### config.mk
export PLATFORM = sky130hd
export DESIGN_NAME = trellisFrontEnd
export DESIGN_NICKNAME = d
export VERILOG_FILES = /design/src/verilog/trellisPkg.sv /design/src/verilog/symbolSlip.sv /design/src/verilog/sampleAlign.sv /design/src/verilog/trellisRegs.sv /design/src/verilog/dacMux.sv /design/src/verilog/trellisFrontEnd.sv
export SDC_FILE = /design/constraint.sdc
export NUM_CORES = 1
export LEC_CHECK = 0
export BUFFER_PORTS_ARGS = -buffer_cell sky130_fd_sc_hd__buf_2
export CAP_MARGIN = 25
export CORE_AREA = 2 2 114 116
export CTS_CLUSTER_DIAMETER = 80
export DETAILED_ROUTE_END_ITERATION = 6
export DIE_AREA = 0 0 116 118
export PLACE_DENSITY = 0.77
export SYNTH_ARGS = -nofsm -noshare
export SYNTH_HDL_FRONTEND = slang
export SYNTH_HIERARCHICAL = 1
export SYNTH_SLANG_ARGS = --single-unit
### constraint.sdc
create_clock -name clk -period 2.9 [get_ports clk]
set_clock_uncertainty 0.15 [all_clocks]
set_input_delay 0.58 -clock clk [delete_from_list [all_inputs] [get_ports clk]]
set_output_delay 0.58 -clock clk [all_outputs]
set_load 0.005 [all_outputs]
### src/verilog/trellisPkg.sv
// sample, register bus, control word and DAC types plus trellis address constants
`default_nettype none

package trellisPkg;

   // --------------------------------------------------
   // sample path
   // --------------------------------------------------
   localparam int SAMPLE_BITS = 18;

   typedef logic signed [SAMPLE_BITS-1:0] sampleT;

   typedef struct packed {
      sampleT i;
      sampleT q;
   } iqSampleT;

   // --------------------------------------------------
   // register bus
   // --------------------------------------------------
   typedef struct packed {
      logic        req;
      logic        wr;
      logic [11:0] addr;
      logic [31:0] wdata;
   } regReqT;

   // control word layout
   typedef struct packed {
      logic [29:0] reserved;
      logic        symbolDelay;
      logic        symbolSlip;
   } ctrlFieldsT;

   // one bus word, read either as raw data or as control fields
   typedef union packed {
      logic [31:0] raw;
      ctrlFieldsT  fields;
   } ctrlWordT;

   // addr[11:8] of the trellis block
   localparam logic [3:0]  TRELLIS_SPACE   = 4'h4;
   localparam logic [11:0] TRELLIS_CONTROL = 12'h400;

   // --------------------------------------------------
   // DAC monitor
   // --------------------------------------------------
   localparam int DAC_CHANNELS = 3;

   typedef logic [3:0] dacSelT;

   localparam dacSelT DAC_TRELLIS_I = 4'd0;
   localparam dacSelT DAC_TRELLIS_Q = 4'd1;

   typedef struct packed {
      logic   sync;
      sampleT data;
   } dacOutT;

endpackage

`default_nettype wire

### src/verilog/symbolSlip.sv
// symbol strobe reclocking and one-shot removal of a single symbol strobe
`default_nettype none

module symbolSlip (
   input  logic clk,
   input  logic reset,
   input  logic symEnIn,
   input  logic sym2xEnIn,
   input  logic slipRequest,
   output logic symEn,
   output logic sym2xEn,
   output logic slipPending
);

   logic slipNow;

   // first symbol strobe seen while a slip is armed
   assign slipNow = symEnIn && slipPending;

   // --------------------------------------------------
   // strobe reclock and slip state
   // --------------------------------------------------
   always_ff @(posedge clk) begin
      if (reset) begin
         symEn       <= 1'b0;
         sym2xEn     <= 1'b0;
         slipPending <= 1'b0;
      end else begin
         sym2xEn <= sym2xEnIn;
         // the armed strobe is swallowed, all others pass one cycle late
         symEn <= symEnIn && !slipPending;

         // a fresh request wins, so a request landing on the
         // swallowed strobe arms the next one
         if (slipRequest) begin
            slipPending <= 1'b1;
         end else if (slipNow) begin
            slipPending <= 1'b0;
         end
      end
   end

   // consuming the slip leaves no symbol strobe behind
   slipDropsOneStrobe : assert property (
      @(posedge clk) disable iff (reset)
      slipNow && !slipRequest |=> !symEn && !slipPending
   );

endmodule

`default_nettype wire

### src/verilog/sampleAlign.sv
// I/Q reclock, double-rate strobe latch and optional one-strobe delay stage
`default_nettype none

module sampleAlign import trellisPkg::*; (
   input  logic     clk,
   input  logic     reset,
   input  logic     sym2xEn,
   input  logic     symbolDelay,
   input  iqSampleT iqIn,
   output iqSampleT aligned
);

   iqSampleT iqReg;
   iqSampleT heldSample;

   // same one-cycle lag as the strobes in symbolSlip
   always_ff @(posedge clk) begin
      iqReg <= iqIn;
   end

   // --------------------------------------------------
   // strobe latch
   // --------------------------------------------------

   // previous strobe's sample, refreshed on every strobe
   always_ff @(posedge clk) begin
      if (sym2xEn) begin
         heldSample <= iqReg;
      end
   end

   // delay set moves the trellis boundary by half a symbol
   always_ff @(posedge clk) begin
      if (reset) begin
         aligned <= '0;
      end else if (sym2xEn) begin
         if (symbolDelay) begin
            aligned <= heldSample;
         end else begin
            aligned <= iqReg;
         end
      end
   end

   // downstream sync timing relies on this
   alignedOnStrobe : assert property (
      @(posedge clk) disable iff (reset)
      !$stable(aligned) |-> $past(sym2xEn)
   );

endmodule

`default_nettype wire

### src/verilog/trellisRegs.sv
// four-phase register bus slave with the trellis control register
`default_nettype none

module trellisRegs import trellisPkg::*; (
   input  logic        clk,
   input  logic        reset,
   input  regReqT      regReq,
   input  logic        slipPending,
   output logic        regAck,
   output logic [31:0] regRdata,
   output logic        symbolDelay,
   output logic        slipRequest
);

   logic     access;
   logic     trellisSpace;
   logic     controlHit;
   ctrlWordT wrWord;
   ctrlWordT rdWord;

   // --------------------------------------------------
   // address decode
   // --------------------------------------------------

   // one access per handshake, on the first req cycle with ack low
   assign access       = regReq.req && !regAck;
   assign trellisSpace = regReq.addr[11:8] == TRELLIS_SPACE;
   assign controlHit   = regReq.addr == TRELLIS_CONTROL;

   assign wrWord.raw = regReq.wdata;

   // readback shows the live slip state
   always_comb begin
      rdWord                    = '0;
      rdWord.fields.symbolDelay = symbolDelay;
      rdWord.fields.symbolSlip  = slipPending;
   end

   // --------------------------------------------------
   // handshake
   // --------------------------------------------------
   always_ff @(posedge clk) begin
      if (reset) begin
         regAck <= 1'b0;
      end else if (access) begin
         regAck <= 1'b1;
      end else if (!regReq.req) begin
         // master has released req
         regAck <= 1'b0;
      end
   end

   // held for the whole ack phase
   always_ff @(posedge clk) begin
      if (access) begin
         if (trellisSpace) begin
            regRdata <= rdWord.raw;
         end else begin
            regRdata <= '0;
         end
      end
   end

   // --------------------------------------------------
   // control register
   // --------------------------------------------------
   always_ff @(posedge clk) begin
      if (reset) begin
         symbolDelay <= 1'b0;
         slipRequest <= 1'b0;
      end else begin
         slipRequest <= 1'b0;
         if (access && regReq.wr && controlHit) begin
            symbolDelay <= wrWord.fields.symbolDelay;
            // slip bit is a command, not stored
            slipRequest <= wrWord.fields.symbolSlip;
         end
      end
   end

   ackFollowsReq : assert property (
      @(posedge clk) disable iff (reset)
      $rose(regAck) |-> $past(regReq.req)
   );

   slipIsSingleCycle : assert property (
      @(posedge clk) disable iff (reset)
      slipRequest |=> !slipRequest
   );

endmodule

`default_nettype wire

### src/verilog/dacMux.sv
// per-channel DAC source selection with registered data and sync pulse
`default_nettype none

module dacMux import trellisPkg::*; #(
   parameter int NUM_CHANNELS = DAC_CHANNELS
) (
   input  logic     clk,
   input  logic     reset,
   input  dacSelT   dacSel [NUM_CHANNELS],
   input  iqSampleT aligned,
   input  logic     sym2xEn,
   output dacOutT   dacOut [NUM_CHANNELS]
);

   logic alignedValid;

   // aligned takes its new sample the cycle after the strobe,
   // so the sync has to follow it
   always_ff @(posedge clk) begin
      if (reset) begin
         alignedValid <= 1'b0;
      end else begin
         alignedValid <= sym2xEn;
      end
   end

   // --------------------------------------------------
   // channel selectors
   // --------------------------------------------------
   for (genvar ch = 0; ch < NUM_CHANNELS; ch++) begin : gChannel
      dacOutT nextOut;
      dacOutT outReg;

      always_comb begin
         case (dacSel[ch])
            DAC_TRELLIS_I: begin
               nextOut.sync = alignedValid;
               nextOut.data = aligned.i;
            end
            DAC_TRELLIS_Q: begin
               nextOut.sync = alignedValid;
               nextOut.data = aligned.q;
            end
            // unused codes stay silent
            default: begin
               nextOut = '0;
            end
         endcase
      end

      always_ff @(posedge clk) begin
         if (reset) begin
            outReg.sync <= 1'b0;
         end else begin
            outReg.sync <= nextOut.sync;
         end
         outReg.data <= nextOut.data;
      end

      assign dacOut[ch] = outReg;
   end

endmodule

`default_nettype wire

### src/verilog/trellisFrontEnd.sv
// trellis demodulator front end: symbol slip, sample alignment, registers, DAC mux
`default_nettype none

module trellisFrontEnd import trellisPkg::*; #(
   parameter int NUM_CHANNELS = DAC_CHANNELS
) (
   input  logic        clk,
   input  logic        reset,
   input  logic        symEnIn,
   input  logic        sym2xEnIn,
   input  iqSampleT    iqIn,
   input  regReqT      regReq,
   input  dacSelT      dacSel [NUM_CHANNELS],
   output logic        regAck,
   output logic [31:0] regRdata,
   output dacOutT      dacOut [NUM_CHANNELS],
   output logic        symEnOut
);

   logic     sym2xEn;
   logic     slipRequest;
   logic     slipPending;
   logic     symbolDelay;
   iqSampleT aligned;

   // --------------------------------------------------
   // strobes
   // --------------------------------------------------
   symbolSlip slipCtl (
      .clk         (clk),
      .reset       (reset),
      .symEnIn     (symEnIn),
      .sym2xEnIn   (sym2xEnIn),
      .slipRequest (slipRequest),
      .symEn       (symEnOut),
      .sym2xEn     (sym2xEn),
      .slipPending (slipPending)
   );

   // --------------------------------------------------
   // sample path
   // --------------------------------------------------
   sampleAlign align (
      .clk         (clk),
      .reset       (reset),
      .sym2xEn     (sym2xEn),
      .symbolDelay (symbolDelay),
      .iqIn        (iqIn),
      .aligned     (aligned)
   );

   // carrier loop bypassed, aligned samples feed the monitor directly
   dacMux #(
      .NUM_CHANNELS (NUM_CHANNELS)
   ) monitor (
      .clk     (clk),
      .reset   (reset),
      .dacSel  (dacSel),
      .aligned (aligned),
      .sym2xEn (sym2xEn),
      .dacOut  (dacOut)
   );

   // --------------------------------------------------
   // software access
   // --------------------------------------------------
   trellisRegs regs (
      .clk         (clk),
      .reset       (reset),
      .regReq      (regReq),
      .slipPending (slipPending),
      .regAck      (regAck),
      .regRdata    (regRdata),
      .symbolDelay (symbolDelay),
      .slipRequest (slipRequest)
   );

endmodule

`default_nettype wire

==> metrics.txt <==
# TYPE chip_impl_metric gauge
chip_impl_metric{name="detailedRoute.firstIterationViolations",unit=""} 240
chip_impl_metric{name="postCtsSetupBuffers",unit=""} 0
chip_impl_metric{name="grt.overflow.total",unit=""} 0
chip_impl_metric{name="maximum_number_of_pins_on_one_net_before_global_route_repair",unit=""} 63
chip_impl_metric{name="maxCapViolCount",unit=""} 0
chip_impl_info{name="setup.worst_path.end_class",value="flop"} 1
chip_impl_metric{name="worst-endpoint-required",unit="ps"} 3020
chip_impl_metric{name="clock_sinks",unit=""} 174
chip_impl_metric{name="antenna_found_initial",unit=""} 0
chip_impl_metric{name="wire_per_inst",unit="um"} 14.6
chip_impl_metric{name="number_of_slew_limit_violations_in_the_final_report",unit=""} 0
chip_impl_metric{name="fp.coreArea",unit="um^2"} 12400
chip_impl_metric{name="postCtsHoldBufs",unit=""} 0
chip_impl_metric{name="final_period_minus_worst_setup_slack",unit="ps"} 1690
chip_impl_metric{name="power-per-cell-area",unit="nW/um^2"} 709
chip_impl_info{name="worstSetupStartpoint",value="regs/symbolDelay"} 1
chip_impl_metric{name="gp_congestion",unit=""} 0.815
chip_impl_metric{name="ff2ff_path_depth",unit=""} 3
chip_impl_metric{name="clk_latency",unit="ps"} 410
chip_impl_info{name="critical_path.startpoint_type",value="flop"} 1
chip_impl_metric{name="cts.htree.levels",unit=""} 4
chip_impl_info{name="result_of_the_run",value="complete, no violations"} 1
chip_impl_info{name="cts_tree",value="done"} 1
chip_impl_metric{name="drtAntennaViolNets",unit=""} 0
chip_impl_metric{name="ys_ff_latch",unit=""} 174
chip_impl_metric{name="cts.repair.resized",unit=""} 0
chip_impl_metric{name="dpl.hpwl",unit="mm"} 8.09
chip_impl_info{name="critical_path_class",value="flop to flop"} 1
chip_impl_info{name="critical_path_endpoint",value="align/aligned[25]"} 1
chip_impl_metric{name="num_vias",unit=""} 3660
chip_impl_metric{name="synth.distinct_cells",unit=""} 26
chip_impl_info{name="crit-reg2reg-launch",value="regs/symbolDelay"} 1
chip_impl_metric{name="p_leak",unit="nW"} 3.03
chip_impl_metric{name="finalSetupViolCount",unit=""} 0
chip_impl_metric{name="wirelength",unit="mm"} 11.4
chip_impl_metric{name="die_width",unit="um"} 116
chip_impl_metric{name="clk_path_buf_depth",unit=""} 2
chip_impl_metric{name="port-buffer-count",unit=""} 128
chip_impl_metric{name="yosysSeqAreaShare",unit=""} 0.637
chip_impl_metric{name="synthToLayoutAreaGrowth",unit="%"} 18.4
chip_impl_metric{name="slew-limit-headroom",unit=""} 0.611
chip_impl_metric{name="arrival",unit="ps"} 1820
chip_impl_metric{name="final_report_hold_violation_count",unit=""} 0
chip_impl_metric{name="cts-buffers-inserted",unit=""} 17
chip_impl_metric{name="die-area",unit="um^2"} 13700
chip_impl_metric{name="top_level_ports",unit=""} 189
chip_impl_metric{name="via_count_of_the_first_global_routing_pass",unit=""} 3618
chip_impl_metric{name="fillerInstances",unit=""} 1025
chip_impl_metric{name="floorplan.initialDensity",unit=""} 0.488
chip_impl_metric{name="setup-tns-final",unit="ps"} 0
chip_impl_metric{name="yosysWarningCount",unit=""} 6
chip_impl_metric{name="post_route_cells_drive_above_1_share",unit=""} 0.286
chip_impl_metric{name="num-nets-final",unit=""} 694
chip_impl_metric{name="post_synth.cell_area_avg",unit="um^2"} 12.8
chip_impl_metric{name="post-route-drc-count",unit=""} 0
chip_impl_info{name="rsz0062_at_grt",value="no"} 1
chip_impl_metric{name="dieHeight",unit="um"} 118
chip_impl_metric{name="grt_pass1_wl",unit="mm"} 18.2
chip_impl_metric{name="track_usage",unit=""} 0.172
chip_impl_metric{name="syn-cell-area",unit="um^2"} 6060
chip_impl_metric{name="clk_pin_slew_worst_paths",unit="ps"} 60
chip_impl_metric{name="worst-slew-pin-transition",unit="ps"} 584
chip_impl_metric{name="detailedRoute.firstPassIterationCount",unit=""} 4
chip_impl_metric{name="timing.reg2reg.setup_slack",unit="ps"} 1210
chip_impl_metric{name="std_cell_rows",unit=""} 41
chip_impl_info{name="worstReg2RegEnd",value="align/aligned[25]"} 1
chip_impl_metric{name="detail_route.vias_per_cell",unit=""} 4.69
chip_impl_metric{name="fmax",unit="MHz"} 591
chip_impl_metric{name="n_antenna_cell",unit=""} 0
chip_impl_info{name="holdCritPathClass",value="primary input to flop"} 1
chip_impl_metric{name="critical_path.max_fanout",unit=""} 35
chip_impl_metric{name="vdd_ir_drop_max",unit="V"} 0.000455
chip_impl_metric{name="final_min_period_over_clock_period",unit=""} 0.584
chip_impl_metric{name="dpl_worst_slack",unit="ps"} 1170
chip_impl_metric{name="syn-instance-count",unit=""} 475
chip_impl_info{name="cts.root.buffer_cell",value="clkbuf_16"} 1
chip_impl_metric{name="timing.final.ws_setup",unit="ps"} 1210
cell usage after synthesis:
cell	n	area share
a211oi_1	36	0.045
a21oi_2	1	0.0014
and2_2	2	0.0025
and4bb_2	1	0.0021
buf_12	3	0.0099
buf_2	8	0.0066
buf_4	33	0.041
buf_6	4	0.0074
buf_8	3	0.0074
clkbuf_1	6	0.0037
clkbuf_2	1	0.00082
conb_1	1	0.00062
dfxtp_1	136	0.45
edfxtp_1	38	0.19
inv_1	1	0.00062
mux2i_1	91	0.15
nand2b_1	4	0.0041
nand4_2	1	0.0021
nor2_1	93	0.058
nor2b_1	4	0.0041
nor3_1	1	0.00082
nor3b_1	1	0.0012
nor3b_2	1	0.0021
nor4_2	1	0.0021
nor4b_4	1	0.0039
or3_4	3	0.0056
placed cells by master (no fill, tap or decap), drive strengths merged:
cell        n
buf       131
nor3b       2
nor3        1
conb       30
dfxtp     136
edfxtp     38
nor2       93
a211oi     36
and2        2
or3         3
nand4       1
nand2b      4
a21oi       1
bufinv      1
nor4b       1
mux2i      91
and4bb      1
clkinv      3
nor2b       4
clkbuf     21
inv         7
clkinvlp    1
nor4        1
report_power, final:
part,internal (mW),switching [mW]
Combinational,0.123,0.136
Sequential,2.59,0.0786
Clock,1.26,0.896
Total,3.98,1.11
sequential cells by signal (all words and copies together) (netlist names), 2 cells and up:
signal	cells
align/heldSample	36
align/iqReg	36
align/aligned	36
regs/regRdata	2
monitor/dacOut	57
worst max-delay path, stage by stage, from the launching register on:
cell and delay, ps:
dfxtp_2 370, buf_4 500, mux2i_1 400, a211oi_1 120
logic make-up after synthesis:
logic type / count (synthesis) / synth area share
muxes: 91 / 0.150
buffers and inverters: 59 / 0.0774
DFF: 174 / 0.637
other: 1 / 0.000619
AOI/OAI and AO/OA: 37 / 0.0460
and+or+nand+nor: 113 / 0.0881
per-stage QoR:
stage / cell area, um^2 / hold slack, ps / utilization / total power, mW / cells
2_1_floorplan: 6170 / 258 / - / 2.90 / 504
3_3_place_gp: 6600 / 271 / 0.532 / 2.96 / 749
3_5_place_dp: 6600 / 272 / 0.532 / 2.98 / 749
4_1_cts: 7170 / 94.9 / 0.578 / 5.13 / 781
5_1_grt: 7170 / 94.5 / 0.578 / 5.28 / 781
6_report: 7170 / 111 / 0.578 / 5.09 / 781
worst min-delay path by stage:
stage | startpoint | endpoint | depth (start not counted)
finish | iqIn[27] | align/iqReg[27] | 1
global route | iqIn[8] | align/iqReg[8] | 1
CTS | iqIn[0] | align/iqReg[0] | 1
detailed placement | align/iqReg[9] | align/heldSample[9] | 0
global placement | align/iqReg[15] | align/heldSample[15] | 0
floorplan | align/iqReg[0] | align/heldSample[0] | 0
metal layers:
layer | vias up | GRT usage | routed length, um
met5 | - | 0 | 0
met4 | 0 | 0.0543 | 89
met3 | 7 | 0.0427 | 632
met2 | 116 | 0.272 | 5340
met1 | 1711 | 0.232 | 5330
li1 | 1826 | - | -
cell type report:
| cell class | instances | area (um^2) | share of cell area |
|---|---|---|---|
| Timing Repair Buffer | 131 | 676 | 0.0942 |
| Tap cell | 172 | 215 | 0.0300 |
| Sequential cell | 174 | 3870 | 0.539 |
| Inverter | 1 | 3.75 | 0.000523 |
| Clock inverter | 11 | 103 | 0.0143 |
| Multi-Input combinational cell | 271 | 1840 | 0.256 |
| Clock buffer | 21 | 472 | 0.0657 |
Note: power is estimated with default switching activity, not from simulation.
